[src/rtl/pcm_pkg.sv]
// shared constants for the pcm player: widths, register map, sample and gain options
package pcm_pkg;

    // sample ROM address width, per channel
    localparam int ROM_AW = 17;
    // signed sample coming out of a channel
    localparam int SMP_W = 7;
    // signed mixed output
    localparam int OUT_W = 8;
    // prescaler counter
    localparam int PRE_W = 12;
    // per-channel volume
    localparam int GAIN_W = 4;

    // ROM bytes are offset binary in the low 7 bits
    localparam int SMP_OFFSET = 64;

    // number of host-visible registers
    localparam int REG_COUNT = 14;

    // channel A block
    localparam logic [3:0] REG_A_PRE_LO = 4'd0;
    localparam logic [3:0] REG_A_PRE_HI = 4'd1;
    localparam logic [3:0] REG_A_START0 = 4'd2;
    localparam logic [3:0] REG_A_START1 = 4'd3;
    localparam logic [3:0] REG_A_START2 = 4'd4;
    localparam logic [3:0] REG_A_PLAY = 4'd5;

    // channel B block, same layout six up
    localparam logic [3:0] REG_B_PRE_LO = 4'd6;
    localparam logic [3:0] REG_B_PRE_HI = 4'd7;
    localparam logic [3:0] REG_B_START0 = 4'd8;
    localparam logic [3:0] REG_B_START1 = 4'd9;
    localparam logic [3:0] REG_B_START2 = 4'd10;
    localparam logic [3:0] REG_B_PLAY = 4'd11;

    // shared registers
    localparam logic [3:0] REG_GAIN = 4'd12;
    localparam logic [3:0] REG_LOOP = 4'd13;

    // channel A volume sits in the upper nibble of the gain register
    localparam bit GAIN_A_HIGH = 1'b1;
    // original silicon swapped A0 on the host bus
    localparam bit INVERT_A0 = 1'b0;
    // product scaling after the gain multiply
    localparam int GAIN_SHIFT = 4;

endpackage

[src/rtl/pcm_rom_if.sv]
// per-channel sample ROM bundle with channel and memory modports
`timescale 1ns/1ps

interface pcm_rom_if;

    // byte address into the sample ROM
    logic [pcm_pkg::ROM_AW-1:0] addr;
    // request, held while the channel is playing
    logic                       cs;
    // ROM byte for addr
    logic [7:0]                 dout;
    // dout valid for the current addr
    logic                       ok;

    modport channel (
        output addr, cs,
        input  dout, ok
    );

    modport memory (
        input  addr, cs,
        output dout, ok
    );

endinterface

[src/rtl/pcm_regs.sv]
// host register file, play trigger pulses, channel field decode and E/Q enables
`timescale 1ns/1ps

module pcm_regs (
    input  logic                       clk,
    input  logic                       rst,
    input  logic                       cen,
    input  logic                       dacs,
    input  logic [3:0]                 addr,
    input  logic [7:0]                 din,
    // channel A controls
    output logic [pcm_pkg::ROM_AW-1:0] a_start,
    output logic [pcm_pkg::PRE_W-1:0]  a_pre0,
    output logic [1:0]                 a_pre_sel,
    output logic                       a_loop,
    output logic                       a_play,
    // channel B controls
    output logic [pcm_pkg::ROM_AW-1:0] b_start,
    output logic [pcm_pkg::PRE_W-1:0]  b_pre0,
    output logic [1:0]                 b_pre_sel,
    output logic                       b_loop,
    output logic                       b_play,
    // shared
    output logic [pcm_pkg::GAIN_W-1:0] gain_a,
    output logic [pcm_pkg::GAIN_W-1:0] gain_b,
    output logic                       cen_q,
    output logic                       cen_e
);

    logic [7:0] mmr [pcm_pkg::REG_COUNT];
    logic [3:0] addrj;
    logic [1:0] eq_phase;

    // optional A0 swap of the original part
    assign addrj = pcm_pkg::INVERT_A0 ? (addr ^ 4'b0001) : addr;

    // every dacs cycle is a write, no separate we
    always_ff @(posedge clk or posedge rst) begin
        if (rst) begin
            for (int i = 0; i < pcm_pkg::REG_COUNT; i++) begin
                mmr[i] <= 8'd0;
            end
            a_play <= 1'b0;
            b_play <= 1'b0;
        end else begin
            if (dacs && addrj < pcm_pkg::REG_COUNT) begin
                mmr[addrj] <= din;
            end
            // trigger pulse follows the write by one cycle
            a_play <= dacs && addrj == pcm_pkg::REG_A_PLAY;
            b_play <= dacs && addrj == pcm_pkg::REG_B_PLAY;
        end
    end

    // prescaler reload value is 12 bits over lo and hi
    assign a_pre0    = {mmr[pcm_pkg::REG_A_PRE_HI][3:0], mmr[pcm_pkg::REG_A_PRE_LO]};
    assign a_pre_sel = mmr[pcm_pkg::REG_A_PRE_HI][5:4];
    // only bit 0 of the top start byte is kept
    assign a_start   = {mmr[pcm_pkg::REG_A_START2][0], mmr[pcm_pkg::REG_A_START1],
                        mmr[pcm_pkg::REG_A_START0]};
    assign a_loop    = mmr[pcm_pkg::REG_LOOP][0];

    assign b_pre0    = {mmr[pcm_pkg::REG_B_PRE_HI][3:0], mmr[pcm_pkg::REG_B_PRE_LO]};
    assign b_pre_sel = mmr[pcm_pkg::REG_B_PRE_HI][5:4];
    assign b_start   = {mmr[pcm_pkg::REG_B_START2][0], mmr[pcm_pkg::REG_B_START1],
                        mmr[pcm_pkg::REG_B_START0]};
    assign b_loop    = mmr[pcm_pkg::REG_LOOP][1];

    // nibble select per board wiring
    assign gain_a = pcm_pkg::GAIN_A_HIGH ? mmr[pcm_pkg::REG_GAIN][7:4]
                                         : mmr[pcm_pkg::REG_GAIN][3:0];
    assign gain_b = pcm_pkg::GAIN_A_HIGH ? mmr[pcm_pkg::REG_GAIN][3:0]
                                         : mmr[pcm_pkg::REG_GAIN][7:4];

    // 6809 style E/Q, one pulse each per four cen, half a cycle apart
    always_ff @(posedge clk or posedge rst) begin
        if (rst) begin
            eq_phase <= 2'd0;
            cen_q    <= 1'b0;
            cen_e    <= 1'b0;
        end else begin
            if (cen) begin
                eq_phase <= eq_phase + 2'd1;
            end
            cen_q <= cen && eq_phase == 2'd1;
            cen_e <= cen && eq_phase == 2'd3;
        end
    end

    // the two host phases must never overlap
    a_eq_exclusive: assert property (@(posedge clk) disable iff (rst) !(cen_q && cen_e));

    // back-to-back dacs on a play register would stretch the trigger
    a_play_pulse: assert property (@(posedge clk) disable iff (rst) a_play |=> !a_play);
    b_play_pulse: assert property (@(posedge clk) disable iff (rst) b_play |=> !b_play);

endmodule

[src/rtl/pcm_channel.sv]
// one playback channel: prescaler, ROM address walker, end marker and loop, sample conversion
`timescale 1ns/1ps

module pcm_channel (
    input  logic                             clk,
    input  logic                             rst,
    input  logic                             cen_q,
    input  logic [pcm_pkg::ROM_AW-1:0]       start,
    input  logic [pcm_pkg::PRE_W-1:0]        pre0,
    input  logic [1:0]                       pre_sel,
    input  logic                             loop,
    input  logic                             play,
    pcm_rom_if.channel                       rom,
    output logic signed [pcm_pkg::SMP_W-1:0] smp
);

    logic [pcm_pkg::PRE_W-1:0]  cnt;
    logic                       over;
    logic                       period_end;
    logic                       busy;
    logic                       playl;
    logic                       play_rise;
    logic                       step_pending;
    logic                       ok_mask;
    logic                       step;
    logic [pcm_pkg::ROM_AW-1:0] rom_addr;
    logic [pcm_pkg::SMP_W-1:0]  smp_raw;

    // terminal count depends on which counter field is in use
    assign over = pre_sel[0] ? (&cnt[7:0]) :
                  pre_sel[1] ? (&cnt[11:8]) : (&cnt);
    assign period_end = cen_q && over;

    always_ff @(posedge clk or posedge rst) begin
        if (rst) begin
            cnt <= '0;
        end else if (cen_q) begin
            // reload tick counts as part of the period
            if (over) begin
                cnt <= pre0;
            end else begin
                cnt <= cnt + 1'd1;
            end
        end
    end

    assign play_rise = play && !playl;
    // ok from before an address change is stale
    assign step      = busy && step_pending && rom.ok && !ok_mask;
    // offset binary to two's complement, wraps in 7 bits
    assign smp_raw   = rom.dout[pcm_pkg::SMP_W-1:0] - pcm_pkg::SMP_W'(pcm_pkg::SMP_OFFSET);

    always_ff @(posedge clk or posedge rst) begin
        if (rst) begin
            playl        <= 1'b0;
            busy         <= 1'b0;
            step_pending <= 1'b0;
            ok_mask      <= 1'b0;
            rom_addr     <= '0;
            smp          <= '0;
        end else begin
            playl   <= play;
            ok_mask <= play_rise || step;

            // one pending step at most, extra period ends are absorbed
            if (play_rise) begin
                step_pending <= 1'b0;
            end else if (period_end && busy) begin
                step_pending <= 1'b1;
            end else if (step || !busy) begin
                step_pending <= 1'b0;
            end

            if (play_rise) begin
                // retrigger restarts even mid-sample
                busy     <= 1'b1;
                rom_addr <= start;
            end else if (step) begin
                smp <= smp_raw;
                if (!rom.dout[7]) begin
                    rom_addr <= rom_addr + 1'd1;
                end else if (loop) begin
                    rom_addr <= start;
                end else begin
                    busy <= 1'b0;
                end
            end else if (!busy) begin
                // silence once stopped
                smp <= '0;
            end
        end
    end

    assign rom.addr = rom_addr;
    assign rom.cs   = busy;

    // the memory sees a steady address for as long as a step waits on ok
    a_addr_hold: assert property (@(posedge clk) disable iff (rst)
        (rom.cs && step_pending && !step && !play_rise) |=> $stable(rom.addr));

endmodule

[src/rtl/pcm_mixer.sv]
// gain scaling and registered sum of the two channel samples
`timescale 1ns/1ps

module pcm_mixer (
    input  logic                             clk,
    input  logic                             rst,
    input  logic signed [pcm_pkg::SMP_W-1:0] smp_a,
    input  logic signed [pcm_pkg::SMP_W-1:0] smp_b,
    input  logic [pcm_pkg::GAIN_W-1:0]       gain_a,
    input  logic [pcm_pkg::GAIN_W-1:0]       gain_b,
    output logic signed [pcm_pkg::OUT_W-1:0] snd
);

    // sample times unsigned gain, one guard bit for the sign
    logic signed [pcm_pkg::SMP_W+pcm_pkg::GAIN_W:0]   prod_a;
    logic signed [pcm_pkg::SMP_W+pcm_pkg::GAIN_W:0]   prod_b;
    // one more bit for the add
    logic signed [pcm_pkg::SMP_W+pcm_pkg::GAIN_W+1:0] sum;
    logic signed [pcm_pkg::SMP_W+pcm_pkg::GAIN_W+1:0] scaled;

    // gains are zero extended so they stay positive
    assign prod_a = smp_a * $signed({1'b0, gain_a});
    assign prod_b = smp_b * $signed({1'b0, gain_b});
    assign sum    = prod_a + prod_b;
    // arithmetic shift keeps the sign
    assign scaled = sum >>> pcm_pkg::GAIN_SHIFT;

    // worst case is 2 x 64 x 15 >> 4, no clip needed
    always_ff @(posedge clk or posedge rst) begin
        if (rst) begin
            snd <= '0;
        end else begin
            snd <= scaled[pcm_pkg::OUT_W-1:0];
        end
    end

    // truncation to OUT_W loses nothing for any sample and gain pair
    a_mix_range: assert property (@(posedge clk) disable iff (rst)
        (scaled >= -(2 ** (pcm_pkg::OUT_W - 1))) && (scaled < 2 ** (pcm_pkg::OUT_W - 1)));

endmodule

[src/rtl/pcm_sound_top.sv]
// pcm player top: register file, two channels with their ROM bundles, and the mixer
`timescale 1ns/1ps

module pcm_sound_top (
    input  logic                             clk,
    input  logic                             rst,
    input  logic                             cen,
    // host strobe bus
    input  logic                             dacs,
    input  logic [3:0]                       addr,
    input  logic [7:0]                       din,
    // 6809 style enables
    output logic                             cen_q,
    output logic                             cen_e,
    // channel A sample ROM
    output logic [pcm_pkg::ROM_AW-1:0]       roma_addr,
    output logic                             roma_cs,
    input  logic [7:0]                       roma_dout,
    input  logic                             roma_ok,
    // channel B sample ROM
    output logic [pcm_pkg::ROM_AW-1:0]       romb_addr,
    output logic                             romb_cs,
    input  logic [7:0]                       romb_dout,
    input  logic                             romb_ok,
    // raw channel samples and the mix
    output logic signed [pcm_pkg::SMP_W-1:0] snda,
    output logic signed [pcm_pkg::SMP_W-1:0] sndb,
    output logic signed [pcm_pkg::OUT_W-1:0] snd
);

    logic [pcm_pkg::ROM_AW-1:0] a_start;
    logic [pcm_pkg::PRE_W-1:0]  a_pre0;
    logic [1:0]                 a_pre_sel;
    logic                       a_loop;
    logic                       a_play;
    logic [pcm_pkg::ROM_AW-1:0] b_start;
    logic [pcm_pkg::PRE_W-1:0]  b_pre0;
    logic [1:0]                 b_pre_sel;
    logic                       b_loop;
    logic                       b_play;
    logic [pcm_pkg::GAIN_W-1:0] gain_a;
    logic [pcm_pkg::GAIN_W-1:0] gain_b;

    pcm_rom_if u_roma ();
    pcm_rom_if u_romb ();

    // memory side of each bundle goes straight to pins
    assign roma_addr    = u_roma.addr;
    assign roma_cs      = u_roma.cs;
    assign u_roma.dout  = roma_dout;
    assign u_roma.ok    = roma_ok;
    assign romb_addr    = u_romb.addr;
    assign romb_cs      = u_romb.cs;
    assign u_romb.dout  = romb_dout;
    assign u_romb.ok    = romb_ok;

    pcm_regs u_regs (
        .clk       (clk),
        .rst       (rst),
        .cen       (cen),
        .dacs      (dacs),
        .addr      (addr),
        .din       (din),
        .a_start   (a_start),
        .a_pre0    (a_pre0),
        .a_pre_sel (a_pre_sel),
        .a_loop    (a_loop),
        .a_play    (a_play),
        .b_start   (b_start),
        .b_pre0    (b_pre0),
        .b_pre_sel (b_pre_sel),
        .b_loop    (b_loop),
        .b_play    (b_play),
        .gain_a    (gain_a),
        .gain_b    (gain_b),
        .cen_q     (cen_q),
        .cen_e     (cen_e)
    );

    // both channels run from the Q enable
    pcm_channel u_cha (
        .clk     (clk),
        .rst     (rst),
        .cen_q   (cen_q),
        .start   (a_start),
        .pre0    (a_pre0),
        .pre_sel (a_pre_sel),
        .loop    (a_loop),
        .play    (a_play),
        .rom     (u_roma.channel),
        .smp     (snda)
    );

    pcm_channel u_chb (
        .clk     (clk),
        .rst     (rst),
        .cen_q   (cen_q),
        .start   (b_start),
        .pre0    (b_pre0),
        .pre_sel (b_pre_sel),
        .loop    (b_loop),
        .play    (b_play),
        .rom     (u_romb.channel),
        .smp     (sndb)
    );

    pcm_mixer u_mixer (
        .clk    (clk),
        .rst    (rst),
        .smp_a  (snda),
        .smp_b  (sndb),
        .gain_a (gain_a),
        .gain_b (gain_b),
        .snd    (snd)
    );

endmodule

[config.mk]
export PLATFORM = sky130hd
export DESIGN_NAME = pcm_sound_top
export DESIGN_NICKNAME = d
export VERILOG_FILES = /design/src/rtl/pcm_pkg.sv /design/src/rtl/pcm_rom_if.sv /design/src/rtl/pcm_regs.sv /design/src/rtl/pcm_channel.sv /design/src/rtl/pcm_mixer.sv /design/src/rtl/pcm_sound_top.sv
export SDC_FILE = /design/constraint.sdc
export NUM_CORES = 1
export LEC_CHECK = 0
export BUFFER_PORTS_ARGS = -buffer_cell sky130_fd_sc_hd__buf_2
export CAP_MARGIN = 0
export CORE_MARGIN = 8
export CORE_UTILIZATION = 50
export CTS_BUF_LIST = sky130_fd_sc_hd__clkbuf_8
export CTS_CLUSTER_SIZE = 24
export DETAILED_ROUTE_END_ITERATION = 7
export HOLD_SLACK_MARGIN = 0.08
export PLACE_DENSITY = 0.69
export SYNTH_ARGS = -nofsm -noshare
export SYNTH_HDL_FRONTEND = slang
export SYNTH_SLANG_ARGS = --single-unit
[constraint.sdc]
create_clock -name clk -period 5.5 [get_ports clk]
set_input_delay 0.275 -clock clk [delete_from_list [all_inputs] [get_ports clk]]
set_output_delay 0.275 -clock clk [all_outputs]
set_load 0.1 [all_outputs]
# [Word-level counts from Yosys, hierarchy flattened]
# Index checks and enable logic that the tools add are counted.
# Widths: inputs -> output; s select.
[totals] regBits=206 latchBits=0 ram_bits=0 mem_bits_ro=0 in_bits=34 output_inout_bits=60 word_cells=141 memories=0
[classes] add_sub_neg=8 multipliers=2 n_div=0 n_lt_le_gt_ge=3 eq_ne=10 shifts=0 mux=35 bitwise_logic=3 reduce_logical=46
[op_table] cell="$mux 17" count=8
[op_table] cell="$bwmux 112" count=1
[op_table] cell="$add 17x1->17 const B" count=2
[op_table] cell="$demux 8 s4" count=1
[op_table] cell="$mux 7" count=4
[op_table] cell="$add 12x1->12 const B" count=2
[op_table] cell="$mul 7x5->12" count=2
[op_table] cell="$mux 12" count=2
[op_table] cell="$reduce_and 12->1" count=2
[op_table] cell="$logic_and 1x1->1" count=18
[op_table] cell="$mux 1" count=18
[op_table] cell="$reduce_and 8->1" count=2
[op_table] cell="$sub 7x7->7 const B" count=2
[op_table] cell="$add 12x12->12" count=1
[op_table] cell="$mux 8" count=1
[op_table] cell="$reduce_and 2->1" count=4
[op_table] cell="$reduce_and 4->1" count=2
[op_table] cell="$reduce_bool 2->1" count=4
[op_table] cell="$logic_not 1->1" count=6
[op_table] cell="$ne 3x1->1 const B" count=2
[op_table] cell="$reduce_and 3->1" count=2
[op_table] cell="$reduce_bool 3->1" count=2
[op_table] cell="$ge 5x5->1 const B" count=1
[op_table] cell="$lt 5x1->1 const B" count=1
[op_table] cell="other kinds (11)" count=17

# [Longest topological paths before layout]
[depth] ltp_word=7 depth_mapped=17 ltp_nobuf=17

# [Cells and area by module]
# From an unflattened synthesis, not the netlist that was laid out.
[hier_totals] cells_unflattened=973 area_unflattened_um2=10077.2
[by_module_without_submodules] module="pcm_channel" n_inst=2 cells_each=263 area_each_um2=2314.7 seq_area_each_um2=1001.0
[by_module_without_submodules] module="pcm_regs" n_inst=1 cells_each=186 area_each_um2=3036.7 seq_area_each_um2=1951.9
[by_module_without_submodules] module="pcm_mixer" n_inst=1 cells_each=261 area_each_um2=2411.1 seq_area_each_um2=200.2

# [Least setup slack after synthesis]
# OpenSTA, ideal clock, no wires.
[synth_path] path_kind="register -> register" startpoint="reg u_cha.smp[1] (netlist bit)" endpoint="reg u_mixer.snd[5] (netlist bit)" setup_ns=0.146 arrival_ns=5.063 required_ns=5.354 slack_ns=0.291 stages_incl_launch_ff=16 n_path_buf=0 period_less_slack_ns=5.209 path_cell_list="dfrtp_1 nand2_1 fa_1 inv_1 fa_1 fa_1 fa_1 inv_1 fa_1 inv_1 ha_1 nand4_1 o2111a_1 a21oi_1 mux2i_1 o311ai_0"
[synth_via] elab_chain_len=2
[synth_rtl] item="start, declared" line_no="pcm_channel.sv:14" text="output logic signed [pcm_pkg::SMP_W-1:0] smp"
[synth_rtl] item="start signal, assigned" line_no="pcm_channel.sv:79" text="smp <= smp_raw;"
[synth_rtl] item="$mul 7x5->12" line_no="pcm_mixer.sv:22" text="assign prod_a = smp_a * $signed({1'b0, gain_a});"
[synth_rtl] item="$add 12x12->12" line_no="pcm_mixer.sv:24" text="assign sum = prod_a + prod_b;"
[synth_rtl] item="named net u_mixer.sum (one bit)" line_no="pcm_mixer.sv:18" text="logic signed [pcm_pkg::SMP_W+pcm_pkg::GAIN_W+1:0] sum;"
[synth_rtl] item="end signal, assigned" line_no="pcm_mixer.sv:33" text="snd <= scaled[pcm_pkg::OUT_W-1:0];"
[synth_rtl] item="end, declared" line_no="pcm_mixer.sv:11" text="output logic signed [pcm_pkg::OUT_W-1:0] snd"
# The timed path passes the listed nets, and every way through them passes these cells.
# A chain may end at the register's enable or synchronous reset.

# [Final worst setup path]
[layout_path] startpoint="reg u_regs.mmr, in the netlist u_regs.gain_a[3]" endpoint="reg u_mixer.snd[5] (netlist bit)"
[layout_via] elab_chain_len=2
[layout_rtl] item="start, declared" line_no="pcm_regs.sv:30" text="logic [7:0] mmr [pcm_pkg::REG_COUNT];"
[layout_rtl] item="start signal, assigned by index" line_no="pcm_regs.sv:47" text="mmr[addrj] <= din;"
[layout_rtl] item="$mul 7x5->12" line_no="pcm_mixer.sv:22"
[layout_rtl] item="$add 12x12->12" line_no="pcm_mixer.sv:24"
[layout_rtl] item="named net u_mixer.sum (one bit)" line_no="pcm_mixer.sv:18"
# The timed path passes the listed nets, and every way through them passes these cells.

==> results.md <==
* Outcome: completed
* Post-DP HPWL at around 16 mm
* PwrDens at approximately 560 nW/µm²
* Die Ht at around 160 µm
* Yosys Warn Count at 0
* Distinct cell type count after synthesis at between 60 and 70
* Row count at just over 50
* Hold Crit Class: input pin to flop
* Gr usage total at between 15 and 20%
* Fmax at between 200 and 250 MHz
* Clk Latency, worst-skew pair at ~460 ps
* Slew @ Worst Pin at around 960 ps
* Post-route minimum period at about 4800 ps
* Total wire length at between 20 and 25 mm
* Initial antenna violation count at 0
* Via density at 5.58
* Final setup violating endpoints at 0
* Number of diodes at 0
* Worst setup path class: flop to flop
* Commonest non-fill, non-tap cell in the layout: dfrtp_1
* CP arrival at just over 5000 ps
* EDFF count, synth at 0
* Clk slew on worst S/H paths at approximately 100 ps
* Die ar. at between 20000 and 25000 µm²
* Clock sinks at between 150 and 200
* R2R setup slack at 660 ps
* Post-synthesis net count at approximately 1100
* Commonest cells after routing, fill and taps aside: dfrtp_1, inv_1, buf_2, nand2_1, mux2_2
* Total global routing overflow at 0
* Port Buffers at 93
* Clock root cell: clkbuf_8
* Area growth from synthesis to final layout at 12.6%
* Hold Violations, Final at 0
* CTS max path bufs at 2
* Count of state elements after synthesis at 166
* Fin area at about 11000 µm²
* Post-synth top flop: dfrtp_1
* Maximum VDD drop at approximately 0.00059 V
* CP startpoint: u_regs.gain_a[3]$_DFFE_PP0P_
* Clk_skew at 16.3 ps
* Core area at 19500 µm²
* Num CTS Buffers at 17
* Critical path startpoint category: flop
* PostCTS Resize Cnt at 0
* Fraction of layout cells with a size suffix above 1 at 20.9%
* R2R cell count at 15
* Worst EP required at 5820 ps
* Cell Count, Final, Fillers Out at 1325
* Critical R2R Capture: u_mixer.snd[5]$_DFF_PP0_
* Boundary Pins at 94
* Crit. End Element: flop
* Starting DRT DRC Count at between 400 and 500
* Worst hold path depth at 2
* Vias in the first global route at 7292
* H-tree depth at 4
* Post-Place Cell Area at 10600 µm²
* Inst Count DP at around 1300
* First-pass iteration count of the detailed router at 4
* Sequential-to-total area share from yosys stat at around two fifths
* Sum Neg Setup Slack at 0 ps
* RSZ-0062 raised after global routing: no
* Final RePlAce weighted congestion at between 0.8 and 0.9
* Mapped Cells at around 940
* CTS tree: yes
* Leakage dissipation at approximately 5.4 nW
* Final worst-path cycle share at between 80% and 90%
* Global-route wire length before repair at ~38 mm
* Critical path's most frequent cell: fa_1
* Final slew viol count at 0
* Routed vias at 7396
* Max cap viols at 0
* Nets at 1166
* Largest net degree at the start of global routing at 92
* Post-synth ARST share at 100%
* Crit-path cells: nand2_1 -> fa_1 -> inv_1 -> fa_1 -> fa_1 -> fa_1 -> inv_1 -> fa_1 -> inv_1 -> ha_1 -> nand4_1 -> o2111a_1 -> a21oi_1 -> mux2i_1 -> o311ai_0
* Initial Util at approximately half
* Worst relative slew slack at 36.2%
* ANT nets after route at 0
* Synth Area per Inst at 10.5 µm²
* DRC at 0
* CP max stage delay at 550 ps
* Syn Std Cell Area at approximately 9900 µm²
* Fin util at between 50% and 60%
* Slowest CP cell: fa_1
* RR Startpoint: u_regs.gain_a[3]$_DFFE_PP0P_
* Avg WL per Cell at roughly 18 µm
* WHS Endpoint: u_chb.smp[5]$_DFFE_PP0P_
* Worst-path maximum fanout at 8
* Tot Pwr at 6.31 mW
* HP Start: romb_dout[5]
* Die Span X at between 150 and 200 µm
* Number of fill cells at approximately 1700
-- power breakdown --
part / switching, mW / internal [mW] / total [mW]
registers: 0.449 / 1.63 / 2.08
logic: 2.40 / 0.884 / 3.29
clock network: 0.514 / 0.425 / 0.939
-- cells in the mapped netlist, drive strengths merged, types with 8 or more instances --
cell	n	area [µm²]
clkbuf	12	45.0
and2	37	231
nand3	30	168
mux2	72	811
dfrtp	166	4150
ha	40	500
o21ai	35	175
nor4	10	114
nand2b	9	56.3
mux2i	25	250
o22ai	17	106
nor2	49	191
fa	45	901
xnor2	12	105
a31oi	11	68.8
a22oi	13	97.6
a21oi	53	277
a22o	13	114
nand2	85	322
and3	9	57.6
inv	99	372
buf	16	101
nor3	10	50.1
nand4	8	80.1
-- routing by layer --
layer  GRT usage [%]  wire length, µm  part of all wire [%]
met1            26.5            11000                    47
met4            4.58              245                   1.0
met3            3.72             1090                   4.7
met5               0                0                     0
met2            31.8            11000                    47
-- sequential cells by signal, summed over array words and instances, names as in the netlist, 12 cells and up --
register	cells
u_regs.a_pre0	12
u_chb.rom.addr	17
u_regs.b_start	17
u_regs.b_pre0	12
u_regs.a_start	17
u_cha.cnt	12
u_chb.cnt	12
u_cha.rom.addr	17
-- layout make-up --
| type | instances | area (µm²) | share of cell area [%] |
|---|---|---|---|
| Multi-Input combinational cell | 650 | 5240 | 46.9 |
| Sequential cell | 166 | 4150 | 37.2 |
| Timing Repair Buffer | 112 | 646 | 5.78 |
| Inverter | 100 | 380 | 3.41 |
| Tap cell | 265 | 332 | 2.97 |
| Clock buffer | 17 | 234 | 2.10 |
| Clock inverter | 15 | 180 | 1.61 |
-- worst max-delay path: cells and delay by family, from the launching register on --
family / cells / cell delay (ps)
fa+ha+maj: 6 / 2890
flops: 1 / 490
simple gates: 2 / 250
buf+inv: 3 / 150
compound gates: 3 / 730
mux: 1 / 190
-- worst max path at each step --
stage,cells after the start,to
floorplan,15,u_mixer.snd[5]$_DFF_PP0_
global placement,15,u_mixer.snd[5]$_DFF_PP0_
detailed placement,15,u_mixer.snd[5]$_DFF_PP0_
CTS,15,u_mixer.snd[5]$_DFF_PP0_
global route,15,u_mixer.snd[5]$_DFF_PP0_
finish,15,u_mixer.snd[5]$_DFF_PP0_
-- metrics by stage --
step / hold WS (ps) / setup WS, ps
after CTS: 81.4 / 661
after floorplan: 362 / 291
after detailed placement: 386 / 681
after global routing: 89.2 / 422
final: 118 / 662
after global placement: 383 / 804
-- repair_timing --
item                      CTS  global route
hold endpoints to repair  107             0
hold buffers               15             0
setup buffers               0             0
-- logic make-up (layout without fill, tap and decap cells) --
family                     after synthesis  in the layout  share of synthesized area, %
AOI/OAI and AO/OA                      187            187                          12.5
xor gates and xnor gates                15             15                          1.32
adders and majority gates               85             85                          14.1
buffers and inverters                  128            244                          5.26
DFF                                    166            166                          41.9
muxes                                   97             97                          10.7
and+or+nand+nor                        266            266                          14.3
(Power assumes the default switching activity.)
